<file path="src/hdl/audio_pkg.sv">
package audio_pkg;

	// audio widths
	localparam int PSG_W      = 8;	// one tone channel
	localparam int CHAN_SUM_W = 10;	// up to three tone channels summed
	localparam int DMA_W      = 8;	// dma sound sample
	localparam int MIX_W      = 15;	// tone + dma per side

	// midpoints of the unsigned sources
	localparam logic [CHAN_SUM_W-1:0] PSG_MID = 10'h200;
	localparam logic [DMA_W-1:0]      DMA_MID = 8'h80;

	typedef logic [PSG_W-1:0] psg_chan_t;

	typedef struct packed {
		psg_chan_t a;
		psg_chan_t b;
		psg_chan_t c;
	} ym_frame_t;

	// offset binary, 0x80 is silence
	typedef struct packed {
		logic [DMA_W-1:0] l;
		logic [DMA_W-1:0] r;
	} dma_frame_t;

	typedef struct packed {
		logic [CHAN_SUM_W-1:0] l;
		logic [CHAN_SUM_W-1:0] r;
	} psg_pair_t;

	typedef logic signed [MIX_W-1:0] mix_t;

	typedef struct packed {
		mix_t l;
		mix_t r;
	} mix_pair_t;

	// bit 2 stereo, bit 1 tone on, bit 0 dma on
	typedef struct packed {
		logic psg_stereo;
		logic psg_enable;
		logic dma_enable;
	} audio_cfg_t;

	localparam audio_cfg_t CFG_RESET = '{psg_stereo: 1'b0, psg_enable: 1'b1, dma_enable: 1'b1};

	// register map
	localparam int AXIL_AW = 4;
	localparam int AXIL_DW = 32;
	localparam logic [AXIL_AW-1:0] REG_CTRL = 4'h0;
	localparam logic [AXIL_AW-1:0] REG_ID   = 4'h4;
	localparam logic [7:0]         CORE_ID  = 8'hA7;	// same id the io controller sees

	localparam logic [1:0] RESP_OKAY   = 2'b00;
	localparam logic [1:0] RESP_SLVERR = 2'b10;

	// master side of the register port
	typedef struct packed {
		logic               awvalid;
		logic [AXIL_AW-1:0] awaddr;
		logic               wvalid;
		logic [AXIL_DW-1:0] wdata;
		logic [AXIL_DW/8-1:0] wstrb;
		logic               bready;
		logic               arvalid;
		logic [AXIL_AW-1:0] araddr;
		logic               rready;
	} axil_req_t;

	typedef struct packed {
		logic               awready;
		logic               wready;
		logic               bvalid;
		logic [1:0]         bresp;
		logic               arready;
		logic               rvalid;
		logic [AXIL_DW-1:0] rdata;
		logic [1:0]         rresp;
	} axil_rsp_t;

endpackage

</file>
<file path="src/hdl/audio_cfg_regs.sv">
`timescale 1ns/10ps

module audio_cfg_regs (
	input  logic                   clk_32,
	input  logic                   xsint,
	input  audio_pkg::axil_req_t   req_i,
	output audio_pkg::axil_rsp_t   rsp_o,
	output audio_pkg::audio_cfg_t  cfg_o
);

	audio_pkg::audio_cfg_t cfg_q;	// control register
	logic aw_w_rdy;			// awready and wready, always together
	logic wr_pend;			// write response outstanding
	logic rd_pend;			// read response outstanding
	logic wr_go;
	logic wr_hs;
	logic rd_go;
	logic rd_hit;
	logic [1:0] bresp_q;
	logic [1:0] rresp_q;
	logic [audio_pkg::AXIL_DW-1:0] rdata_q;
	logic [audio_pkg::AXIL_DW-1:0] rd_word;

	// both channels present and nothing waiting on bready
	assign wr_go = req_i.awvalid && req_i.wvalid && !wr_pend && !aw_w_rdy;
	assign wr_hs = aw_w_rdy && req_i.awvalid && req_i.wvalid;
	assign rd_go = req_i.arvalid && !rd_pend;	// ready follows valid

	// read decode
	always_comb begin
		rd_word = '0;
		rd_hit  = 1'b1;
		case (req_i.araddr)
			audio_pkg::REG_CTRL: rd_word[2:0] = cfg_q;
			audio_pkg::REG_ID:   rd_word[7:0] = audio_pkg::CORE_ID;
			default:             rd_hit = 1'b0;	// unmapped, reads zero
		endcase
	end

	// write path
	always_ff @(posedge clk_32 or negedge xsint) begin
		if (!xsint) begin
			aw_w_rdy <= 1'b0;
			wr_pend  <= 1'b0;
			cfg_q    <= audio_pkg::CFG_RESET;
		end else begin
			aw_w_rdy <= wr_go;	// one cycle pulse
			if (wr_hs) begin
				wr_pend <= 1'b1;
				// only the low byte carries control bits
				if (req_i.awaddr == audio_pkg::REG_CTRL && req_i.wstrb[0])
					cfg_q <= audio_pkg::audio_cfg_t'(req_i.wdata[2:0]);
			end else if (wr_pend && req_i.bready) begin
				wr_pend <= 1'b0;
			end
		end
	end

	always_ff @(posedge clk_32) begin
		if (wr_hs)
			bresp_q <= (req_i.awaddr == audio_pkg::REG_CTRL) ?
				audio_pkg::RESP_OKAY : audio_pkg::RESP_SLVERR;
		if (rd_go) begin
			rdata_q <= rd_word;
			rresp_q <= rd_hit ? audio_pkg::RESP_OKAY : audio_pkg::RESP_SLVERR;
		end
	end

	// read path
	always_ff @(posedge clk_32 or negedge xsint) begin
		if (!xsint)
			rd_pend <= 1'b0;
		else if (rd_go)
			rd_pend <= 1'b1;
		else if (rd_pend && req_i.rready)
			rd_pend <= 1'b0;
	end

	assign rsp_o.awready = aw_w_rdy;
	assign rsp_o.wready  = aw_w_rdy;
	assign rsp_o.bvalid  = wr_pend;
	assign rsp_o.bresp   = bresp_q;
	assign rsp_o.arready = rd_go;
	assign rsp_o.rvalid  = rd_pend;
	assign rsp_o.rdata   = rdata_q;
	assign rsp_o.rresp   = rresp_q;

	assign cfg_o = cfg_q;

	// responses hold until taken
	a_b_hold: assert property (@(posedge clk_32) disable iff (!xsint)
		rsp_o.bvalid && !req_i.bready |=> rsp_o.bvalid && $stable(rsp_o.bresp));
	a_r_hold: assert property (@(posedge clk_32) disable iff (!xsint)
		rsp_o.rvalid && !req_i.rready |=> rsp_o.rvalid && $stable(rsp_o.rdata));

endmodule

</file>
<file path="src/hdl/psg_mixer.sv">
`timescale 1ns/10ps

module psg_mixer (
	input  logic                  clk_32,
	input  logic                  xsint,
	input  audio_pkg::ym_frame_t  ym_i,
	input  audio_pkg::audio_cfg_t cfg_i,
	output audio_pkg::psg_pair_t  psg_o
);

	localparam int EXT = audio_pkg::CHAN_SUM_W - audio_pkg::PSG_W;	// headroom bits

	logic [audio_pkg::CHAN_SUM_W-1:0] ch_a;
	logic [audio_pkg::CHAN_SUM_W-1:0] ch_b;
	logic [audio_pkg::CHAN_SUM_W-1:0] ch_c;
	logic [audio_pkg::CHAN_SUM_W-1:0] sum_ab;
	logic [audio_pkg::CHAN_SUM_W-1:0] sum_cb;
	logic [audio_pkg::CHAN_SUM_W-1:0] sum_abc;

	assign ch_a = {{EXT{1'b0}}, ym_i.a};
	assign ch_b = {{EXT{1'b0}}, ym_i.b};
	assign ch_c = {{EXT{1'b0}}, ym_i.c};

	assign sum_ab  = ch_a + ch_b;	// stereo left
	assign sum_cb  = ch_c + ch_b;	// stereo right, b in the middle
	assign sum_abc = sum_ab + ch_c;	// mono, max 3*255 fits

	always_ff @(posedge clk_32 or negedge xsint) begin
		if (!xsint) begin
			psg_o <= '0;
		end else if (!cfg_i.psg_enable) begin
			// midpoint cancels against the offset downstream
			psg_o.l <= audio_pkg::PSG_MID;
			psg_o.r <= audio_pkg::PSG_MID;
		end else if (cfg_i.psg_stereo) begin
			psg_o.l <= sum_ab;
			psg_o.r <= sum_cb;
		end else begin
			psg_o.l <= sum_abc;
			psg_o.r <= sum_abc;
		end
	end

endmodule

</file>
<file path="src/hdl/sound_mixer.sv">
`timescale 1ns/10ps

module sound_mixer (
	input  logic                  clk_32,
	input  logic                  xsint,
	input  audio_pkg::psg_pair_t  psg_i,
	input  audio_pkg::dma_frame_t dma_i,
	input  audio_pkg::audio_cfg_t cfg_i,
	output audio_pkg::mix_pair_t  mix_o
);

	localparam int PT = audio_pkg::CHAN_SUM_W - 1;	// tone sign bit
	localparam int DT = audio_pkg::DMA_W - 1;	// dma sign bit

	audio_pkg::mix_t mix_l;
	audio_pkg::mix_t mix_r;

	// per side remove offsets, widen to 15 bits and add
	function automatic audio_pkg::mix_t mix_side(
		input logic [audio_pkg::CHAN_SUM_W-1:0] psg,
		input logic [audio_pkg::DMA_W-1:0]      dma,
		input logic                             dma_en
	);
		logic [audio_pkg::CHAN_SUM_W-1:0] psg_s;
		logic [audio_pkg::DMA_W-1:0]      dma_s;
		audio_pkg::mix_t                  psg_x;
		audio_pkg::mix_t                  dma_x;
		psg_s = psg - audio_pkg::PSG_MID;
		dma_s = dma_en ? dma - audio_pkg::DMA_MID : '0;	// muted dma adds nothing
		// top bits repeated below the lsb fill the range
		psg_x = {psg_s[PT], psg_s, psg_s[PT:PT-3]};
		dma_x = {dma_s[DT], dma_s, dma_s[DT:DT-5]};
		return psg_x + dma_x;
	endfunction

	assign mix_l = mix_side(psg_i.l, dma_i.l, cfg_i.dma_enable);
	assign mix_r = mix_side(psg_i.r, dma_i.r, cfg_i.dma_enable);

	always_ff @(posedge clk_32 or negedge xsint) begin
		if (!xsint) begin
			mix_o <= '0;
		end else begin
			mix_o.l <= mix_l;
			mix_o.r <= mix_r;
		end
	end

endmodule

</file>
<file path="src/hdl/sigma_delta_dac.sv">
`timescale 1ns/10ps

module sigma_delta_dac #(
	parameter int WIDTH = audio_pkg::MIX_W
) (
	input  logic                    clk_32,
	input  logic                    xsint,
	input  logic signed [WIDTH-1:0] sample_i,
	output logic                    bit_o
);

	logic [WIDTH-1:0] acc_q;	// error accumulator
	logic [WIDTH-1:0] sample_ob;	// offset binary with 0 most negative
	logic [WIDTH:0]   sum;

	assign sample_ob = {~sample_i[WIDTH-1], sample_i[WIDTH-2:0]};
	assign sum = {1'b0, acc_q} + {1'b0, sample_ob};	// carry is the output bit

	// first order loop gives a ones density of sample_ob / 2**WIDTH
	always_ff @(posedge clk_32 or negedge xsint) begin
		if (!xsint) begin
			acc_q <= '0;
			bit_o <= 1'b0;
		end else begin
			acc_q <= sum[WIDTH-1:0];
			bit_o <= sum[WIDTH];
		end
	end

endmodule

</file>
<file path="src/hdl/audio_top.sv">
`timescale 1ns/10ps

module audio_top (
	input  logic                  clk_32,
	input  logic                  xsint,
	input  audio_pkg::ym_frame_t  ym_i,	// free running tone levels
	input  audio_pkg::dma_frame_t dma_i,	// free running dma sound
	input  audio_pkg::axil_req_t  cfg_req_i,
	output audio_pkg::axil_rsp_t  cfg_rsp_o,
	output logic                  audio_l_o,	// left bitstream
	output logic                  audio_r_o	// right bitstream
);

	audio_pkg::audio_cfg_t cfg;
	audio_pkg::psg_pair_t  psg;
	audio_pkg::mix_pair_t  mix;

	audio_cfg_regs cfg_regs (
		.clk_32 (clk_32),
		.xsint  (xsint),
		.req_i  (cfg_req_i),
		.rsp_o  (cfg_rsp_o),
		.cfg_o  (cfg)
	);

	psg_mixer psg_mix (
		.clk_32 (clk_32),
		.xsint  (xsint),
		.ym_i   (ym_i),
		.cfg_i  (cfg),
		.psg_o  (psg)	// one cycle after ym_i
	);

	sound_mixer snd_mix (
		.clk_32 (clk_32),
		.xsint  (xsint),
		.psg_i  (psg),
		.dma_i  (dma_i),
		.cfg_i  (cfg),
		.mix_o  (mix)	// one cycle after psg and dma_i
	);

	sigma_delta_dac #(.WIDTH(audio_pkg::MIX_W)) dac_l (
		.clk_32   (clk_32),
		.xsint    (xsint),
		.sample_i (mix.l),
		.bit_o    (audio_l_o)
	);

	sigma_delta_dac #(.WIDTH(audio_pkg::MIX_W)) dac_r (
		.clk_32   (clk_32),
		.xsint    (xsint),
		.sample_i (mix.r),
		.bit_o    (audio_r_o)
	);

endmodule

</file>
<file path="config.mk">
export PLATFORM = sky130hd
export DESIGN_NAME = audio_top
export DESIGN_NICKNAME = d
export VERILOG_FILES = /design/src/hdl/audio_pkg.sv /design/src/hdl/audio_cfg_regs.sv /design/src/hdl/psg_mixer.sv /design/src/hdl/sound_mixer.sv /design/src/hdl/sigma_delta_dac.sv /design/src/hdl/audio_top.sv
export SDC_FILE = /design/constraint.sdc
export NUM_CORES = 1
export LEC_CHECK = 0
export BUFFER_PORTS_ARGS = -buffer_cell sky130_fd_sc_hd__buf_2
export CORE_ASPECT_RATIO = 0.6
export CORE_MARGIN = 1
export CORE_UTILIZATION = 45
export DETAILED_ROUTE_END_ITERATION = 8
export GPL_TIMING_DRIVEN = 0
export PLACE_DENSITY = 0.67
export SLEW_MARGIN = 0
export SYNTH_ARGS = -nofsm -noshare
export SYNTH_HDL_FRONTEND = slang
export SYNTH_SLANG_ARGS = --single-unit
export TNS_END_PERCENT = 100
</file>
<file path="constraint.sdc">
create_clock -name clk_32 -period 4.29 [get_ports clk_32]
set_clock_uncertainty 0.2 [all_clocks]
set_input_delay 0.429 -clock clk_32 [delete_from_list [all_inputs] [get_ports clk_32]]
set_output_delay 0.429 -clock clk_32 [all_outputs]
set_load 0.02 [all_outputs]
</file>
# Word-level counts from Yosys, hierarchy flattened
# Index checks and enable logic that the tools add are counted.
dict set report op_classes {
  reduce_logical 18
  bitwise 2
  n_addsub 11
  n_mux 13
  eq_ne 1
}
# cell count
set op_table {}
lappend op_table {{$mux 20} 2}
lappend op_table {{$add 15x15->16} 2}
lappend op_table {{$add 14x14->15} 2}
lappend op_table {{$sub 10x10->10 const B} 2}
lappend op_table {{$add 8x8->9} 2}
lappend op_table {{$mux 8} 2}
lappend op_table {{$sub 8x8->8 const B} 2}
lappend op_table {{$add 10x8->10} 1}
lappend op_table {{$logic_and 1x1->1} 9}
lappend op_table {{$logic_not 4->1} 2}
lappend op_table {{$pmux 3 s2} 1}
lappend op_table {{$mux 1} 5}
lappend op_table {{$mux 5} 1}
lappend op_table {{$eq 4x3->1 const B} 1}
lappend op_table {{$mux 2} 2}
lappend op_table {{$reduce_bool 2->1} 2}
lappend op_table {{$logic_not 1->1} 3}
lappend op_table {{$not 1->1} 2}
lappend op_table {{$reduce_and 2->1} 1}
lappend op_table {{$reduce_or 2->1} 1}
dict set report word_totals {
  wordCells 62
  in_bits 91
  register_bits 100
  output_inout_bits 43
}

# Logic depth before layout (Yosys ltp)
dict set report depth {
  depth_word 4
  mapped_depth 13
  depth_no_buf 13
}

# Modules after synthesis
# Synthesis repeated with hierarchy kept, for this count alone.
dict set report unflattened {
  cells_unflattened 850
  hier_area_um2 7648.6
}
# module cells_per_inst instances area_per_inst_um2
set by_module_without_submodules {}
lappend by_module_without_submodules {sound_mixer 366 1 2905.3}
lappend by_module_without_submodules {psg_mixer 188 1 1714.1}
lappend by_module_without_submodules {{sigma_delta_dac (dac_l)} 113 1 1154.9}
lappend by_module_without_submodules {{sigma_delta_dac (dac_r)} 112 1 1131.1}
lappend by_module_without_submodules {audio_cfg_regs 71 1 743.2}

# Worst setup path before layout
# Ideal clock, no wire load.
dict set report synth_path {
  kind {input -> register}
  from {input ym_i[8] (netlist bit)}
  to {register psg_mix.psg_o[18] (netlist bit)}
  t_arrival_ns 2.651
  setup_slack_ns 1.360
  path_stages 13
  cell_sequence {ha_1 > fa_1 > a21oi_1 > nor2b_1 > nor2_1 > xnor2_1 > ha_1 > a21o_1 > nand2_1 > a31oi_1 > nor2_1 > or3_1 > a21oi_1}
}
dict set report synth_via {
  elab_chain_cells 4
}
# item line_no
set synth_rtl {}
lappend synth_rtl {{start: declaration} audio_top.sv:6} ;# input audio_pkg::ym_frame_t ym_i,
lappend synth_rtl {{$add 8x8->9 (*)} psg_mixer.sv:24} ;# assign sum_ab = ch_a + ch_b;
lappend synth_rtl {{$add 10x8->10} psg_mixer.sv:26} ;# assign sum_abc = sum_ab + ch_c;
lappend synth_rtl {{$mux 20 (*)} psg_mixer.sv:35} ;# end else if (cfg_i.psg_stereo) begin
lappend synth_rtl {{$mux 20 (*)} psg_mixer.sv:31} ;# end else if (!cfg_i.psg_enable) begin
lappend synth_rtl {{end: declaration} psg_mixer.sv:8} ;# output audio_pkg::psg_pair_t psg_o
# Every way passes the cells marked *; elsewhere a longest branch is shown, timed or not.
# A chain may end at the register's enable or synchronous reset.

# Final worst setup path
dict set report layout_path {
  from {register cfg_regs.cfg_q, in the netlist cfg_regs.cfg_o[0]}
  to {register snd_mix.mix_o[28] (netlist bit)}
}
dict set report layout_via {
  elab_chain_cells 2
}
# item line_no
set layout_rtl {}
lappend layout_rtl {{start: declaration} audio_cfg_regs.sv:11} ;# audio_pkg::audio_cfg_t cfg_q;
lappend layout_rtl {{start signal: assignment} audio_cfg_regs.sv:45} ;# cfg_q <= audio_pkg::CFG_RESET;
lappend layout_rtl {{start signal: assignment} audio_cfg_regs.sv:52} ;# cfg_q <= audio_pkg::audio_cfg_t'(req_i.wdata[2:0]);
lappend layout_rtl {{$mux 8} sound_mixer.sv:29} ;# dma_s = dma_en ? dma - audio_pkg::DMA_MID : '0;
lappend layout_rtl {{$add 14x14->15} sound_mixer.sv:33} ;# return psg_x + dma_x;
lappend layout_rtl {{via snd_mix.mix_l[13]} sound_mixer.sv:15} ;# audio_pkg::mix_t mix_l;
lappend layout_rtl {{end: declaration} sound_mixer.sv:9} ;# output audio_pkg::mix_pair_t mix_o
# The timed path passes the listed nets, and every way through them passes these cells.

==> results.py <==
metrics = {
    "sta": {
        "final_hold_viol_count": 0,
        "finalSetupViolations": 0,
        "fin_tns_setup_ns": 0,
        "tightest_slew_ns": 0.5564,
        "hold_slack_ns": 0.05846,
        "rsz0062_at_grt": "no",
        "drv_slew": 0,
        "layout_setup_ws_ns": 0.8923,
        "post-route-min-period_ns": 3.398,
        "finalCritPeriodShare_pct": 79.20,
        "relSlewSlack_pct": 62.65,
        "fmax_mhz": 294.3,
    },
    "cts": {
        "cts_setup_buffers": 0,
        "path_clk_slew_ns": 0.06,
        "cts_tree": "done",
        "clock-root-buffer": "clkbuf_16",
        "htreeDepth": 3,
        "postCtsResizedCells": 0,
        "clkSinkCount": 93,
        "numCtsBuffers": 9,
        "clk_latency_ns": 0.34,
        "clockBufferDepth": 2,
        "postCtsHoldBufs": 1,
    },
    "routing": {
        "first_pass_iters": 5,
        "final_antenna_net_count": 0,
        "vias_per_cell": 5.098,
        "drc": 0,
        "vias": 5185,
        "drtIter0Drc": 342,
        "routed_wirelength_mm": 14.42,
        "wire_per_inst_um": 14.18,
    },
    "layout": {
        "fillers": 1361,
        "num_antenna_cells": 0,
        "final_area_um2": 7704,
        "drive_above_1_share_pct": 16.48,
        "fin_nets": 996,
        "final_util_pct": 53.26,
        "area_growth_pct": 15.52,
    },
    "global_routing": {
        "grt.total_usage_pct": 19.85,
        "grt_pass1_wl_mm": 23.72,
        "grt_pass1_vias": 4681,
        "grt_max_degree": 57,
        "grt_overflow_total": 0,
        "antenna_found_initial": 0,
    },
    "yosys": {
        "synth-async-reset-ratio_pct": 93.55,
        "synth_seq_cells": 93,
        "syn_area_per_cell_um2": 9.486,
        "synthCells": 703,
        "synth_cell_types": 63,
        "synth_flop_cell": "dfrtp_1",
        "ys_seq_area_share_pct": 35.38,
        "synth_edf_count": 6,
        "yosys_warnings": 0,
        "syn_area_um2": 6669,
    },
    "critical_path": {
        "worst-path-buf-inv": 2,
        "crit_family": "compound AO/OA/AOI/OAI gates",
        "worst_ep_required_time_ns": 4.31,
        "reg2reg_to": "snd_mix.mix_o[28]",
        "cpMostUsedCell": "o21ai_0",
        "crit_path_start_kind": "flop",
        "critPathKind": "flop to flop",
        "cp-end-kind": "flop",
        "crit_arrival_ns": 3.41,
        "reg2reg_setup_slack_ns": 0.89,
        "worstReg2RegStart": "cfg_regs.cfg_o[0]",
        "reg2regPathDepth": 10,
        "crit_slowest_cell": "dfstp_2",
        "cpPeakStageDelay_ns": 0.60,
        "cp_max_fo": 10,
        "path_cells": "clkbuf_1 -> nand2_1 -> inv_1 -> ha_1 -> a211oi_1 -> o21ai_0 -> o311a_1 -> a311oi_1 -> o21ai_0 -> xor2_1",
    },
    "hold_path": {
        "hold_class": "input port to flop",
        "hp-start": "cfg_req_i[0]",
        "hold_path_end": "cfg_regs.rd_pend",
        "whs_path_depth": 2,
    },
    "run_status": {
        "status": "finished, final reports clean",
    },
    "die": {
        "die_h_um": 96.30,
        "die_w_um": 159.2,
        "ios": 134,
        "design.core.area_um2": 14460,
        "dieArea_um2": 15330,
        "start_util_pct": 46.11,
        "rows": 34,
    },
    "run": {
        "drv_cap": 0,
    },
    "power_and_ir_drop": {
        "ir_drop_v": 0.0002196,
        "powerDensity_nw_per_um2": 533.9,
        "p_leak_nw": 3.726,
    },
    "placement": {
        "place_congestion": 0.8579,
        "pre_cts_ws_ns": 0.8634,
        "placement.io_buffers": 72,
        "placed_cell_area_um2": 7412,
        "hpwl_mm": 11.54,
    },
}
logic make-up after synthesis:
family / Yosys count / synth area share (%)
buffers and inverters: 86 / 6.810
muxes: 4 / 0.6191
DFF: 93 / 35.38
AOI/OAI and AO/OA: 195 / 19.47
adders and majority gates: 89 / 17.49
other: 1 / 0.05623
and+or+nand+nor: 180 / 12.95
xor gates and xnor gates: 55 / 7.223
cells in the final DEF, fill, tap and decap left out, types with 3 or more instances in the layout:
cell type and instances:
nand2_1 37, nand2b_1 5, o21bai_1 6, buf_2 71
a211oi_1 7, o21ai_0 40, nor2b_1 13, inv_1 44
nor3_1 16, or3_1 4, a21o_1 18, buf_4 36
o31a_1 3, dfrtp_1 85, o31ai_1 4, conb_1 29
nor2_1 62, a21oi_1 61, o22ai_1 4, o2111ai_1 3
xor2_1 19, ha_1 82, a31oi_1 5, nand3_1 12
edfxtp_1 6, o21a_1 17, xnor2_1 36, nand4_1 5
clkbuf_1 8, and2_1 13, o211ai_1 6, clkbuf_16 9
fa_1 7, mux2i_1 3
power breakdown:
part | internal (W) | switching [W]
Clock | 0.000461 | 0.000312
Combinational | 0.000913 | 0.00117
Sequential | 0.00115 | 0.000107
cells in the mapped netlist (3+ instances only):
| master | number | area share, % |
|---|---|---|
| ha_1 | 82 | 15 |
| nand4_1 | 5 | 0.47 |
| nor2_1 | 62 | 3.5 |
| o31a_1 | 3 | 0.39 |
| dfrtp_1 | 85 | 32 |
| o21a_1 | 17 | 1.9 |
| a211oi_1 | 7 | 0.79 |
| mux2i_1 | 3 | 0.45 |
| a21o_1 | 18 | 2.0 |
| o211ai_1 | 6 | 0.68 |
| nand3_1 | 12 | 0.90 |
| o22ai_1 | 4 | 0.38 |
| o31ai_1 | 4 | 0.45 |
| or3_1 | 4 | 0.38 |
| nor2b_1 | 13 | 1.2 |
| edfxtp_1 | 6 | 2.7 |
| o2111ai_1 | 3 | 0.39 |
| xor2_1 | 19 | 2.5 |
| a21oi_1 | 61 | 4.6 |
| buf_4 | 35 | 3.9 |
| clkbuf_1 | 6 | 0.34 |
| fa_1 | 7 | 2.1 |
| a31oi_1 | 5 | 0.47 |
| inv_1 | 44 | 2.5 |
| o21ai_0 | 40 | 3.0 |
| nor3_1 | 16 | 1.2 |
| o21bai_1 | 6 | 0.68 |
| nand2b_1 | 5 | 0.47 |
| xnor2_1 | 36 | 4.7 |
| and2_1 | 13 | 1.2 |
| nand2_1 | 37 | 2.1 |
area by class of cell:
type | count | area, um2 | area share, %
buffer | 41 | 285.3 | 3.703
clock buffer | 12 | 246.5 | 3.200
clock inverter | 2 | 35.03 | 0.4548
inverter | 45 | 168.9 | 2.193
multi-input combinational | 552 | 3960 | 51.40
sequential | 93 | 2360 | 30.63
tap | 198 | 247.7 | 3.216
timing repair buffer | 74 | 400.4 | 5.197
per-layer routing:
metal	share of wire (%)	vias up	wire (um)	track usage [%]
li1	-	2664	-	-
met1	55	2396	7975	30.17
met2	40	119	5768	29.09
met3	4.3	6	617	3.921
met4	0.41	0	59	3.365
met5	0	-	0	0
sequential cells by signal, summed over array words and instances, names as in the netlist, 3 cells and up:
register,count
cfg_regs.cfg_o,3
cfg_regs.rdata_q,4
dac_l.acc_q,15
dac_r.acc_q,15
psg_mix.psg_o,19
snd_mix.mix_o,30
worst max-delay path by stage:
stage,endpoint,cells after the start,slack [ns],start
final,snd_mix.mix_o[28],10,0.89,cfg_regs.cfg_o[0]
after global placement,snd_mix.mix_o[28],10,0.88,cfg_regs.cfg_o[0]
after global routing,snd_mix.mix_o[28],10,0.58,cfg_regs.cfg_o[0]
after floorplan,psg_mix.psg_o[18],13,1.36,ym_i[8]
after detailed placement,snd_mix.mix_o[28],10,0.86,cfg_regs.cfg_o[0]
after CTS,snd_mix.mix_o[28],10,0.84,cfg_regs.cfg_o[0]
through the flow:
stage,power (W),instances
after floorplan,0.002885,731
after global placement,0.003285,1001
after detailed placement,0.003323,1002
after CTS,0.004121,1017
after global routing,0.004462,1017
final,0.004113,1017
Power figures use the tool's default switching activity.
